[config.mk]
export PLATFORM = sky130hd
export DESIGN_NAME = axi_iso_top
export DESIGN_NICKNAME = d
export VERILOG_FILES = /design/src/verilog/iso_axi_pkg.sv /design/src/verilog/iso_ctrl_pkg.sv /design/src/verilog/axi_iso_top.sv /design/src/verilog/iso_read_path.sv /design/src/verilog/iso_write_path.sv /design/src/verilog/iso_addr_gate.sv /design/src/verilog/iso_pending_cnt.sv
export VERILOG_INCLUDE_DIRS = /design/src /design/src/verilog
export SDC_FILE = /design/constraint.sdc
export NUM_CORES = 1
export LEC_CHECK = 0
export BUFFER_PORTS_ARGS = -buffer_cell sky130_fd_sc_hd__buf_4
export CORE_AREA = 2 2 150 152
export DETAILED_ROUTE_END_ITERATION = 7
export DIE_AREA = 0 0 152 154
export MAX_ROUTING_LAYER = met4
export PLACE_DENSITY = 0.34
export SYNTH_ARGS = -nofsm -noshare
export SYNTH_HDL_FRONTEND = slang
export SYNTH_SLANG_ARGS = --single-unit
[constraint.sdc]
create_clock -name clk_i -period 3.6 [get_ports clk_i]
set_input_delay 0.18 -clock clk_i [delete_from_list [all_inputs] [get_ports clk_i]]
set_output_delay 0.18 -clock clk_i [all_outputs]
set_load 0.05 [all_outputs]
[src/verilog/iso_defs.svh]
//////////////////////////////////////////////////
// AXI isolator widths and capacities
// Shared by both packages and the counters
//////////////////////////////////////////////////

`ifndef ISO_DEFS_SVH
`define ISO_DEFS_SVH

// AXI ID width
`define ISO_ID_W 4

// Address and data widths
`define ISO_ADDR_W 32
`define ISO_DATA_W 32

// Open transactions allowed per counter
`define ISO_NUM_PENDING 4

// Enough bits for 0..NUM_PENDING
// plus one guard bit against wrap
`define ISO_CNT_W 4

`endif
[src/verilog/iso_axi_pkg.sv]
//////////////////////////////////////////////////
// AXI channel payload types of the isolator
//////////////////////////////////////////////////

`include "iso_defs.svh"

package iso_axi_pkg;

  // Basic field types
  typedef logic [`ISO_ID_W-1:0]     iso_id_t;
  typedef logic [`ISO_ADDR_W-1:0]   iso_addr_t;
  typedef logic [`ISO_DATA_W-1:0]   iso_data_t;
  typedef logic [`ISO_DATA_W/8-1:0] iso_strb_t;

  // Write address
  typedef struct packed {
    iso_id_t    id;
    iso_addr_t  addr;
    logic [7:0] len;
    logic [2:0] size;
    logic [1:0] burst;
  } aw_chan_t;

  // Read address, same layout as AW
  typedef struct packed {
    iso_id_t    id;
    iso_addr_t  addr;
    logic [7:0] len;
    logic [2:0] size;
    logic [1:0] burst;
  } ar_chan_t;

  // Write data beat
  typedef struct packed {
    iso_data_t data;
    iso_strb_t strb;
    logic      last;
  } w_chan_t;

  // Write response
  typedef struct packed {
    iso_id_t    id;
    logic [1:0] resp;
  } b_chan_t;

  // Read data beat
  typedef struct packed {
    iso_id_t    id;
    iso_data_t  data;
    logic [1:0] resp;
    logic       last;
  } r_chan_t;

endpackage

[src/verilog/iso_ctrl_pkg.sv]
//////////////////////////////////////////////////
// Isolation controller states and counter type
//////////////////////////////////////////////////

`include "iso_defs.svh"

package iso_ctrl_pkg;

  // Per-direction controller states
  typedef enum logic [1:0] {
    ISO_NORMAL,
    ISO_HOLD,
    ISO_DRAIN,
    ISO_ISOLATE
  } iso_state_e;

  // Outstanding transaction count
  typedef logic [`ISO_CNT_W-1:0] iso_cnt_t;

endpackage

[src/verilog/axi_iso_top.sv]
//////////////////////////////////////////////////
// AXI4 bus isolator top level
// Joins write and read directions
//////////////////////////////////////////////////

module axi_iso_top import iso_axi_pkg::*; (
  input  logic       clk_i,
  input  logic       rst_i,
  input  logic       isolate_i,
  output logic       isolated_o,
  //////////////////////////////////////////////////
  // Upstream side, toward the manager
  //////////////////////////////////////////////////
  input  logic       slv_aw_valid_i,
  output logic       slv_aw_ready_o,
  input  iso_id_t    slv_aw_id_i,
  input  iso_addr_t  slv_aw_addr_i,
  input  logic [7:0] slv_aw_len_i,
  input  logic [2:0] slv_aw_size_i,
  input  logic [1:0] slv_aw_burst_i,
  input  logic       slv_w_valid_i,
  output logic       slv_w_ready_o,
  input  iso_data_t  slv_w_data_i,
  input  iso_strb_t  slv_w_strb_i,
  input  logic       slv_w_last_i,
  output logic       slv_b_valid_o,
  input  logic       slv_b_ready_i,
  output iso_id_t    slv_b_id_o,
  output logic [1:0] slv_b_resp_o,
  input  logic       slv_ar_valid_i,
  output logic       slv_ar_ready_o,
  input  iso_id_t    slv_ar_id_i,
  input  iso_addr_t  slv_ar_addr_i,
  input  logic [7:0] slv_ar_len_i,
  input  logic [2:0] slv_ar_size_i,
  input  logic [1:0] slv_ar_burst_i,
  output logic       slv_r_valid_o,
  input  logic       slv_r_ready_i,
  output iso_id_t    slv_r_id_o,
  output iso_data_t  slv_r_data_o,
  output logic [1:0] slv_r_resp_o,
  output logic       slv_r_last_o,
  //////////////////////////////////////////////////
  // Downstream side, toward the subordinate
  //////////////////////////////////////////////////
  output logic       mst_aw_valid_o,
  input  logic       mst_aw_ready_i,
  output iso_id_t    mst_aw_id_o,
  output iso_addr_t  mst_aw_addr_o,
  output logic [7:0] mst_aw_len_o,
  output logic [2:0] mst_aw_size_o,
  output logic [1:0] mst_aw_burst_o,
  output logic       mst_w_valid_o,
  input  logic       mst_w_ready_i,
  output iso_data_t  mst_w_data_o,
  output iso_strb_t  mst_w_strb_o,
  output logic       mst_w_last_o,
  input  logic       mst_b_valid_i,
  output logic       mst_b_ready_o,
  input  iso_id_t    mst_b_id_i,
  input  logic [1:0] mst_b_resp_i,
  output logic       mst_ar_valid_o,
  input  logic       mst_ar_ready_i,
  output iso_id_t    mst_ar_id_o,
  output iso_addr_t  mst_ar_addr_o,
  output logic [7:0] mst_ar_len_o,
  output logic [2:0] mst_ar_size_o,
  output logic [1:0] mst_ar_burst_o,
  input  logic       mst_r_valid_i,
  output logic       mst_r_ready_o,
  input  iso_id_t    mst_r_id_i,
  input  iso_data_t  mst_r_data_i,
  input  logic [1:0] mst_r_resp_i,
  input  logic       mst_r_last_i
);

  logic wr_isolated;
  logic rd_isolated;

  // Port names match the top level one to one
  iso_write_path u_write_path (
    .isolated_o (wr_isolated),
    .*
  );

  iso_read_path u_read_path (
    .isolated_o (rd_isolated),
    .*
  );

  // Isolated only once both directions are
  assign isolated_o = wr_isolated && rd_isolated;

endmodule

[src/verilog/iso_read_path.sv]
//////////////////////////////////////////////////
// Read direction of the AXI isolator
// AR gate and outstanding read counter
//////////////////////////////////////////////////

`include "iso_defs.svh"

module iso_read_path import iso_axi_pkg::*; (
  input  logic       clk_i,
  input  logic       rst_i,
  input  logic       isolate_i,
  // Upstream AR and R
  input  logic       slv_ar_valid_i,
  output logic       slv_ar_ready_o,
  input  iso_id_t    slv_ar_id_i,
  input  iso_addr_t  slv_ar_addr_i,
  input  logic [7:0] slv_ar_len_i,
  input  logic [2:0] slv_ar_size_i,
  input  logic [1:0] slv_ar_burst_i,
  output logic       slv_r_valid_o,
  input  logic       slv_r_ready_i,
  output iso_id_t    slv_r_id_o,
  output iso_data_t  slv_r_data_o,
  output logic [1:0] slv_r_resp_o,
  output logic       slv_r_last_o,
  // Downstream AR and R
  output logic       mst_ar_valid_o,
  input  logic       mst_ar_ready_i,
  output iso_id_t    mst_ar_id_o,
  output iso_addr_t  mst_ar_addr_o,
  output logic [7:0] mst_ar_len_o,
  output logic [2:0] mst_ar_size_o,
  output logic [1:0] mst_ar_burst_o,
  input  logic       mst_r_valid_i,
  output logic       mst_r_ready_o,
  input  iso_id_t    mst_r_id_i,
  input  iso_data_t  mst_r_data_i,
  input  logic [1:0] mst_r_resp_i,
  input  logic       mst_r_last_i,
  output logic       isolated_o
);

  ar_chan_t slv_ar;
  ar_chan_t mst_ar;
  r_chan_t  mst_r;
  r_chan_t  slv_r;
  logic     ar_fire;
  logic     r_done;
  logic     rd_full;
  logic     rd_empty;

  assign slv_ar = '{id: slv_ar_id_i, addr: slv_ar_addr_i, len: slv_ar_len_i,
                    size: slv_ar_size_i, burst: slv_ar_burst_i};

  // A read is done on its last R beat
  iso_addr_gate #(
    .payload_t   (ar_chan_t),
    .CountOnLast (1'b1)
  ) u_ar_gate (
    .clk_i            (clk_i),
    .rst_i            (rst_i),
    .isolate_i        (isolate_i),
    .cap_full_i       (rd_full),
    .idle_i           (rd_empty),
    .slv_a_valid_i    (slv_ar_valid_i),
    .slv_a_i          (slv_ar),
    .slv_a_ready_o    (slv_ar_ready_o),
    .mst_a_valid_o    (mst_ar_valid_o),
    .mst_a_o          (mst_ar),
    .mst_a_ready_i    (mst_ar_ready_i),
    .mst_resp_valid_i (mst_r_valid_i),
    .mst_resp_last_i  (mst_r_last_i),
    .mst_resp_ready_o (mst_r_ready_o),
    .slv_resp_valid_o (slv_r_valid_o),
    .slv_resp_ready_i (slv_r_ready_i),
    .a_fire_o         (ar_fire),
    .resp_done_o      (r_done),
    .isolated_o       (isolated_o)
  );

  assign mst_ar_id_o    = mst_ar.id;
  assign mst_ar_addr_o  = mst_ar.addr;
  assign mst_ar_len_o   = mst_ar.len;
  assign mst_ar_size_o  = mst_ar.size;
  assign mst_ar_burst_o = mst_ar.burst;

  iso_pending_cnt #(
    .Cap (`ISO_NUM_PENDING)
  ) u_rd_cnt (
    .clk_i   (clk_i),
    .rst_i   (rst_i),
    .inc_i   (ar_fire),
    .dec_i   (r_done),
    .cnt_o   (),
    .full_o  (rd_full),
    .empty_o (rd_empty)
  );

  // R payload is zero while isolated
  assign mst_r = '{id: mst_r_id_i, data: mst_r_data_i, resp: mst_r_resp_i,
                   last: mst_r_last_i};
  assign slv_r        = isolated_o ? '0 : mst_r;
  assign slv_r_id_o   = slv_r.id;
  assign slv_r_data_o = slv_r.data;
  assign slv_r_resp_o = slv_r.resp;
  assign slv_r_last_o = slv_r.last;

endmodule

[src/verilog/iso_write_path.sv]
//////////////////////////////////////////////////
// Write direction of the AXI isolator
// AW gate, AW and W counters, W channel gating
//////////////////////////////////////////////////

`include "iso_defs.svh"

module iso_write_path import iso_axi_pkg::*; (
  input  logic       clk_i,
  input  logic       rst_i,
  input  logic       isolate_i,
  // Upstream AW and W
  input  logic       slv_aw_valid_i,
  output logic       slv_aw_ready_o,
  input  iso_id_t    slv_aw_id_i,
  input  iso_addr_t  slv_aw_addr_i,
  input  logic [7:0] slv_aw_len_i,
  input  logic [2:0] slv_aw_size_i,
  input  logic [1:0] slv_aw_burst_i,
  input  logic       slv_w_valid_i,
  output logic       slv_w_ready_o,
  input  iso_data_t  slv_w_data_i,
  input  iso_strb_t  slv_w_strb_i,
  input  logic       slv_w_last_i,
  // Upstream B
  output logic       slv_b_valid_o,
  input  logic       slv_b_ready_i,
  output iso_id_t    slv_b_id_o,
  output logic [1:0] slv_b_resp_o,
  // Downstream AW and W
  output logic       mst_aw_valid_o,
  input  logic       mst_aw_ready_i,
  output iso_id_t    mst_aw_id_o,
  output iso_addr_t  mst_aw_addr_o,
  output logic [7:0] mst_aw_len_o,
  output logic [2:0] mst_aw_size_o,
  output logic [1:0] mst_aw_burst_o,
  output logic       mst_w_valid_o,
  input  logic       mst_w_ready_i,
  output iso_data_t  mst_w_data_o,
  output iso_strb_t  mst_w_strb_o,
  output logic       mst_w_last_o,
  // Downstream B
  input  logic       mst_b_valid_i,
  output logic       mst_b_ready_o,
  input  iso_id_t    mst_b_id_i,
  input  logic [1:0] mst_b_resp_i,
  output logic       isolated_o
);

  aw_chan_t slv_aw;
  aw_chan_t mst_aw;
  w_chan_t  slv_w;
  w_chan_t  mst_w;
  b_chan_t  mst_b;
  b_chan_t  slv_b;
  logic     aw_fire;
  logic     b_done;
  logic     w_open;
  logic     w_last_fire;
  logic     wr_full;
  logic     wr_empty;
  logic     w_full;
  logic     w_empty;

  assign slv_aw = '{id: slv_aw_id_i, addr: slv_aw_addr_i, len: slv_aw_len_i,
                    size: slv_aw_size_i, burst: slv_aw_burst_i};

  // AW blocks when either count is at capacity
  iso_addr_gate #(
    .payload_t   (aw_chan_t),
    .CountOnLast (1'b0)
  ) u_aw_gate (
    .clk_i            (clk_i),
    .rst_i            (rst_i),
    .isolate_i        (isolate_i),
    .cap_full_i       (wr_full || w_full),
    .idle_i           (wr_empty && w_empty),
    .slv_a_valid_i    (slv_aw_valid_i),
    .slv_a_i          (slv_aw),
    .slv_a_ready_o    (slv_aw_ready_o),
    .mst_a_valid_o    (mst_aw_valid_o),
    .mst_a_o          (mst_aw),
    .mst_a_ready_i    (mst_aw_ready_i),
    .mst_resp_valid_i (mst_b_valid_i),
    .mst_resp_last_i  (),
    .mst_resp_ready_o (mst_b_ready_o),
    .slv_resp_valid_o (slv_b_valid_o),
    .slv_resp_ready_i (slv_b_ready_i),
    .a_fire_o         (aw_fire),
    .resp_done_o      (b_done),
    .isolated_o       (isolated_o)
  );

  assign mst_aw_id_o    = mst_aw.id;
  assign mst_aw_addr_o  = mst_aw.addr;
  assign mst_aw_len_o   = mst_aw.len;
  assign mst_aw_size_o  = mst_aw.size;
  assign mst_aw_burst_o = mst_aw.burst;

  // Open write bursts, closed by B
  iso_pending_cnt #(
    .Cap (`ISO_NUM_PENDING)
  ) u_wr_cnt (
    .clk_i   (clk_i),
    .rst_i   (rst_i),
    .inc_i   (aw_fire),
    .dec_i   (b_done),
    .cnt_o   (),
    .full_o  (wr_full),
    .empty_o (wr_empty)
  );

  // Open W bursts, closed by the last beat
  iso_pending_cnt #(
    .Cap (`ISO_NUM_PENDING)
  ) u_w_cnt (
    .clk_i   (clk_i),
    .rst_i   (rst_i),
    .inc_i   (aw_fire),
    .dec_i   (w_last_fire),
    .cnt_o   (),
    .full_o  (w_full),
    .empty_o (w_empty)
  );

  //////////////////////////////////////////////////
  // W gating
  //////////////////////////////////////////////////
  // W only flows once its AW has gone downstream
  assign w_open        = !w_empty || aw_fire;
  assign slv_w         = '{data: slv_w_data_i, strb: slv_w_strb_i, last: slv_w_last_i};
  assign mst_w         = w_open ? slv_w : '0;
  assign mst_w_valid_o = w_open && slv_w_valid_i;
  assign slv_w_ready_o = w_open && mst_w_ready_i;
  assign w_last_fire   = mst_w_valid_o && mst_w_ready_i && mst_w.last;
  assign mst_w_data_o  = mst_w.data;
  assign mst_w_strb_o  = mst_w.strb;
  assign mst_w_last_o  = mst_w.last;

  // B payload is zero while isolated
  assign mst_b        = '{id: mst_b_id_i, resp: mst_b_resp_i};
  assign slv_b        = isolated_o ? '0 : mst_b;
  assign slv_b_id_o   = slv_b.id;
  assign slv_b_resp_o = slv_b.resp;

endmodule

[src/verilog/iso_addr_gate.sv]
//////////////////////////////////////////////////
// Isolation controller for one AXI direction
// Gates an address channel and its response
// handshake through Normal, Hold, Drain, Isolate
//////////////////////////////////////////////////

module iso_addr_gate import iso_ctrl_pkg::*; #(
  parameter type payload_t   = logic,
  parameter bit  CountOnLast = 1'b0
) (
  input  logic     clk_i,
  input  logic     rst_i,
  input  logic     isolate_i,
  input  logic     cap_full_i,
  input  logic     idle_i,
  input  logic     slv_a_valid_i,
  input  payload_t slv_a_i,
  output logic     slv_a_ready_o,
  output logic     mst_a_valid_o,
  output payload_t mst_a_o,
  input  logic     mst_a_ready_i,
  input  logic     mst_resp_valid_i,
  input  logic     mst_resp_last_i,
  output logic     mst_resp_ready_o,
  output logic     slv_resp_valid_o,
  input  logic     slv_resp_ready_i,
  output logic     a_fire_o,
  output logic     resp_done_o,
  output logic     isolated_o
);

  iso_state_e state_q;
  iso_state_e state_d;
  logic       resp_fire;

  // Start isolated out of reset
  always_ff @(posedge clk_i) begin
    if (rst_i) begin
      state_q <= ISO_ISOLATE;
    end else begin
      state_q <= state_d;
    end
  end

  //////////////////////////////////////////////////
  // State machine and channel gating
  //////////////////////////////////////////////////
  always_comb begin
    // Pass-through by default
    state_d          = state_q;
    mst_a_valid_o    = slv_a_valid_i;
    mst_a_o          = slv_a_i;
    slv_a_ready_o    = mst_a_ready_i;
    slv_resp_valid_o = mst_resp_valid_i;
    mst_resp_ready_o = slv_resp_ready_i;
    case (state_q)
      ISO_NORMAL: begin
        if (cap_full_i) begin
          // Cut both sides of the handshake at capacity
          mst_a_valid_o = 1'b0;
          slv_a_ready_o = 1'b0;
          if (isolate_i) begin
            state_d = ISO_DRAIN;
          end
        end else if (slv_a_valid_i && !mst_a_ready_i) begin
          // Not accepted yet, keep it valid next cycle
          state_d = ISO_HOLD;
        end else if (isolate_i) begin
          state_d = ISO_DRAIN;
        end
      end
      ISO_HOLD: begin
        // Valid toward the subordinate may not drop
        mst_a_valid_o = 1'b1;
        if (mst_a_ready_i) begin
          state_d = isolate_i ? ISO_DRAIN : ISO_NORMAL;
        end
      end
      ISO_DRAIN: begin
        // No new addresses, responses still flow
        mst_a_valid_o = 1'b0;
        mst_a_o       = '0;
        slv_a_ready_o = 1'b0;
        if (idle_i) begin
          state_d = ISO_ISOLATE;
        end
      end
      ISO_ISOLATE: begin
        // Everything silenced, upstream stalls
        mst_a_valid_o    = 1'b0;
        mst_a_o          = '0;
        slv_a_ready_o    = 1'b0;
        slv_resp_valid_o = 1'b0;
        mst_resp_ready_o = 1'b0;
        if (!isolate_i) begin
          state_d = ISO_NORMAL;
        end
      end
      default: begin
        state_d = ISO_ISOLATE;
      end
    endcase
  end

  // Counter pulses, address only transfers in Normal or Hold
  assign a_fire_o  = mst_a_valid_o && mst_a_ready_i;
  assign resp_fire = mst_resp_valid_i && mst_resp_ready_o;

  // Reads finish on the last beat, writes on the single B
  if (CountOnLast) begin : g_count_last
    assign resp_done_o = resp_fire && mst_resp_last_i;
  end else begin : g_count_beat
    assign resp_done_o = resp_fire;
  end

  assign isolated_o = (state_q == ISO_ISOLATE);

endmodule

[src/verilog/iso_pending_cnt.sv]
//////////////////////////////////////////////////
// Outstanding transaction counter
// Flags full at capacity and empty at zero
//////////////////////////////////////////////////

`include "iso_defs.svh"

module iso_pending_cnt import iso_ctrl_pkg::*; #(
  parameter int unsigned Cap = `ISO_NUM_PENDING
) (
  input  logic     clk_i,
  input  logic     rst_i,
  input  logic     inc_i,
  input  logic     dec_i,
  output iso_cnt_t cnt_o,
  output logic     full_o,
  output logic     empty_o
);

  iso_cnt_t cnt_q;

  // Simultaneous inc and dec cancel out
  always_ff @(posedge clk_i) begin
    if (rst_i) begin
      cnt_q <= '0;
    end else if (inc_i && !dec_i) begin
      cnt_q <= cnt_q + iso_cnt_t'(1);
    end else if (dec_i && !inc_i) begin
      cnt_q <= cnt_q - iso_cnt_t'(1);
    end
  end

  assign cnt_o   = cnt_q;
  // Capacity reached, no new address may pass
  assign full_o  = (cnt_q >= iso_cnt_t'(Cap));
  assign empty_o = (cnt_q == '0);

endmodule

==> flow_summary_export.csv <==
group,metric,value,unit
cts,numCtsBuffers,3,
setup_path,worst-setup-path-type,"flip-flop to flip-flop",
power,seqPwrFrac,0.101,
grt,grtUsageMet2,0.199,
cts,root_buffer,"clkbuf_16",
cts,hold_buffers,0,
cts,post_cts_resized,0,
power,combPwrFrac,0.798,
die,die-width,152,um
grt,grt_overflow,0,
yosys,seq_area_frac_synth,0.138,
grt,antenna_found_initial,0,
power,power.internal,1.02,mW
yosys,synth_warnings,0,
cts,cts_sinks,16,
power,p_per_area,432,mW/mm^2
yosys,mappedNetlistArea,0.00232,mm^2
sta,relSlewSlack,0.650,
power,p_sw_frac,0.573,
detailed_routing,post_drt_wl_per_cell,13.5,um
power,p_sw,1.37,mW
grt,top_usage_layer,"met2",
place,io_buffers,383,
place,dp.final_hpwl,11.4,mm
finish,drive_gt1_frac,0.572,
setup_path,critPathBufInv,1,
finish,layout.nets,904,
finish,final_cells,978,
min_path,hold_start,"mst_ar_ready_i",
detailed_routing,first_iter_violations,137,
setup_path,end_kind,"flip-flop",
power,leakagePower,2.83,nW
power,vdd_ir_drop_max,0.000150,V
detailed_routing,wirelength,13.2,mm
setup_path,path_delay_family,"compound AO/OA/AOI/OAI gates",
cts,clk_pin_slew,0.05,ns
die,core_area,0.0217,mm^2
sta,rsz0062_at_grt,"no",
die,die_height,154,um
setup_path,path_max_fanout,4,
flow_run,maxCapViolCount,0,
sta,setup_tns,0,ns
cts,insertion_delay,0.25,ns
setup_path,cp_common_cell,"ha_1",
sta,worstMarginPinSlew,0.526,ns
power,power.share.clock,0.101,
cts,cts_setup_buffers,0,
die,io_pins,384,
grt,met1_usage,0.115,
yosys,synth-edff-count,0,
sta,hold_viol,0,
setup_path,crit_slowest_cell,"dfxtp_1",
status,outcome,"finished, final reports clean",
setup_path,worstPathArrival,2.83,ns
cts,cts-htree-levels,1,
sta,fin_worst_skew,0.000990,ns
finish,n_antenna_cell,0,
setup_path,required,3.74,ns
sta,setup-violations-final,0,
setup_path,r2r-start,"u_write_path.u_w_cnt.cnt_o[2]",
finish,area_growth,139,%
cts,cts_tree,"done",
grt,grt_pass1_vias,3619,
sta,fin_crit_sh,0.749,
grt,grt_max_degree,55,
grt,grt_use_total,0.105,
power,totalPowerFinal,2.39,mW
setup_path,setup.worst_path.start,"u_write_path.u_w_cnt.cnt_o[2]",
setup_path,r2r_slack,0.91,ns
die,num_rows,54,
detailed_routing,num_vias,3525,
yosys,netlist_instances,332,
min_path,min_path_type,"input pin to flip-flop",
yosys,async_flop_share,0,
cts,cts_buffer_depth,2,
setup_path,cp_cell_sequence,"nor4_4, a21oi_2, o21ai_2, nand4_1, ha_1, inv_1, ha_1, a21oi_1, a211oi_1, a31oi_1, mux2_2",
yosys,synth_nets,537,
detailed_routing,ant_nets,0,
grt,grt_pass1_wl,19.6,mm
detailed_routing,drc_errors,0,
detailed_routing,dr.pass1.iters,4,
sta,clock.fmax,0.371,GHz
place,dp.cells,974,
yosys,synth.avg_cell_area,6.99,um^2
yosys,yosys_most_used_dff,"dfxtp_1",
sta,fin_crit,2.69,ns
die,start_util,0.107,
detailed_routing,vias_per_cell,3.60,
sta,drv_slew,0,
finish,nFillCells,2404,
setup_path,cp-start-kind,"flip-flop",
place,gp_congestion,0.868,
setup_path,slowest_delay,0.36,ns
grt,groute.layer.met3.usage,0.0189,
yosys,yosysUniqueCellTypes,33,
yosys,ys_ff_latch,16,
die,die_area,0.0234,mm^2
==> through the flow <==
step | utilization | cell area (um^2) | setup WS [ns] | hold WS, ns
after floorplan | - | 2320 | 0.688 | 0.283
after global placement | 0.251 | 5450 | 0.972 | 0.415
after detailed placement | 0.251 | 5450 | 0.887 | 0.417
after CTS | 0.256 | 5540 | 0.879 | 0.153
after global routing | 0.256 | 5540 | 0.690 | 0.162
final | 0.256 | 5540 | 0.905 | 0.156
==> layer usage <==
| metal | wire length [um] | vias up |
|---|---|---|
| met3 | 772 | 17 |
| met5 | 0 | - |
| met4 | 245 | 0 |
| li1 | - | 1771 |
| met2 | 7290 | 158 |
| met1 | 4870 | 1579 |
==> path summary, 6_finish.rpt <==
path / endpoint / depth (start not counted)
setup reg to reg: u_write_path.u_w_cnt.cnt_o[3] / 11
setup / recovery: u_write_path.u_w_cnt.cnt_o[3] / 11
hold / removal: u_read_path.u_ar_gate.state_q[0] / 2
hold reg to reg: u_write_path.u_aw_gate.state_q[1] / 1
==> cells in the mapped netlist (4+ instances only) <==
| cell | number | share of area |
|---|---|---|
| a21oi_1 | 11 | 0.024 |
| a31oi_1 | 4 | 0.011 |
| and2_1 | 89 | 0.24 |
| buf_6 | 4 | 0.019 |
| clkbuf_1 | 20 | 0.032 |
| dfxtp_1 | 16 | 0.14 |
| ha_1 | 9 | 0.049 |
| nand2_1 | 6 | 0.0097 |
| nand3_1 | 5 | 0.011 |
| nor2_1 | 28 | 0.045 |
| nor2b_1 | 101 | 0.27 |
==> cells by family (layout without fill, tap and decap cells) <==
group	after synthesis	in the layout	synth area share
buffers and inverters	28	394	0.0582
AO/OA/AOI/OAI	26	26	0.0680
multiplexers	6	6	0.0275
adder cells (fa/ha/maj)	12	12	0.0744
flip-flops	16	16	0.138
AND/OR/NAND/NOR	238	238	0.611
XOR/XNOR	6	6	0.0227
==> power groups by stage <==
stage / Clock [mW] / Sequential [mW] / Combinational [mW]
after detailed placement: 0 / 0.245 / 1.93
after CTS: 0.249 / 0.242 / 1.93
after global routing: 0.255 / 0.247 / 2.02
final: 0.243 / 0.242 / 1.91
after global placement: 0 / 0.244 / 1.93
after floorplan: 0 / 0.234 / 1.33
==> sequential cells by signal, indices dropped and copies added, names as in the netlist <==
register                        count
u_read_path.u_rd_cnt.cnt_o          4
u_write_path.u_w_cnt.cnt_o          4
u_write_path.u_wr_cnt.cnt_o         4
u_read_path.u_ar_gate.state_q       2
u_write_path.u_aw_gate.state_q      2
==> cell type report <==
class                   instances  area [um^2]  area share
well taps                     280          350      0.0632
clock buffers                   4         88.8      0.0160
inverters                       3         11.3     0.00203
repair buffers                387         2910       0.524
flip-flops and latches         16          322      0.0580
multi-input cells             288         1860       0.336
==> cell usage in the layout (no fill, tap or decap), drive strengths merged <==
cell    netlist  routed
nor2b       101     101
xor2          3       3
nor3b         1       1
or4           1       1
clkbuf       20       4
buf           5     387
nor4          2       2
mux2          3       3
fa            3       3
xnor2         3       3
o21a          1       1
o21ai         4       4
nand2         6       6
and2         89      89
dfxtp        16      16
a31oi         4       4
ha            9       9
a21oi        12      12
a211oi        3       3
nand4         1       1
o211ai        1       1
inv           3       3
nor2         28      28
nand3         5       5
nor4b         1       1
mux2i         3       3
nand2b        2       2
o31ai         1       1
or2           1       1
Note: power is estimated with default switching activity, not from simulation.
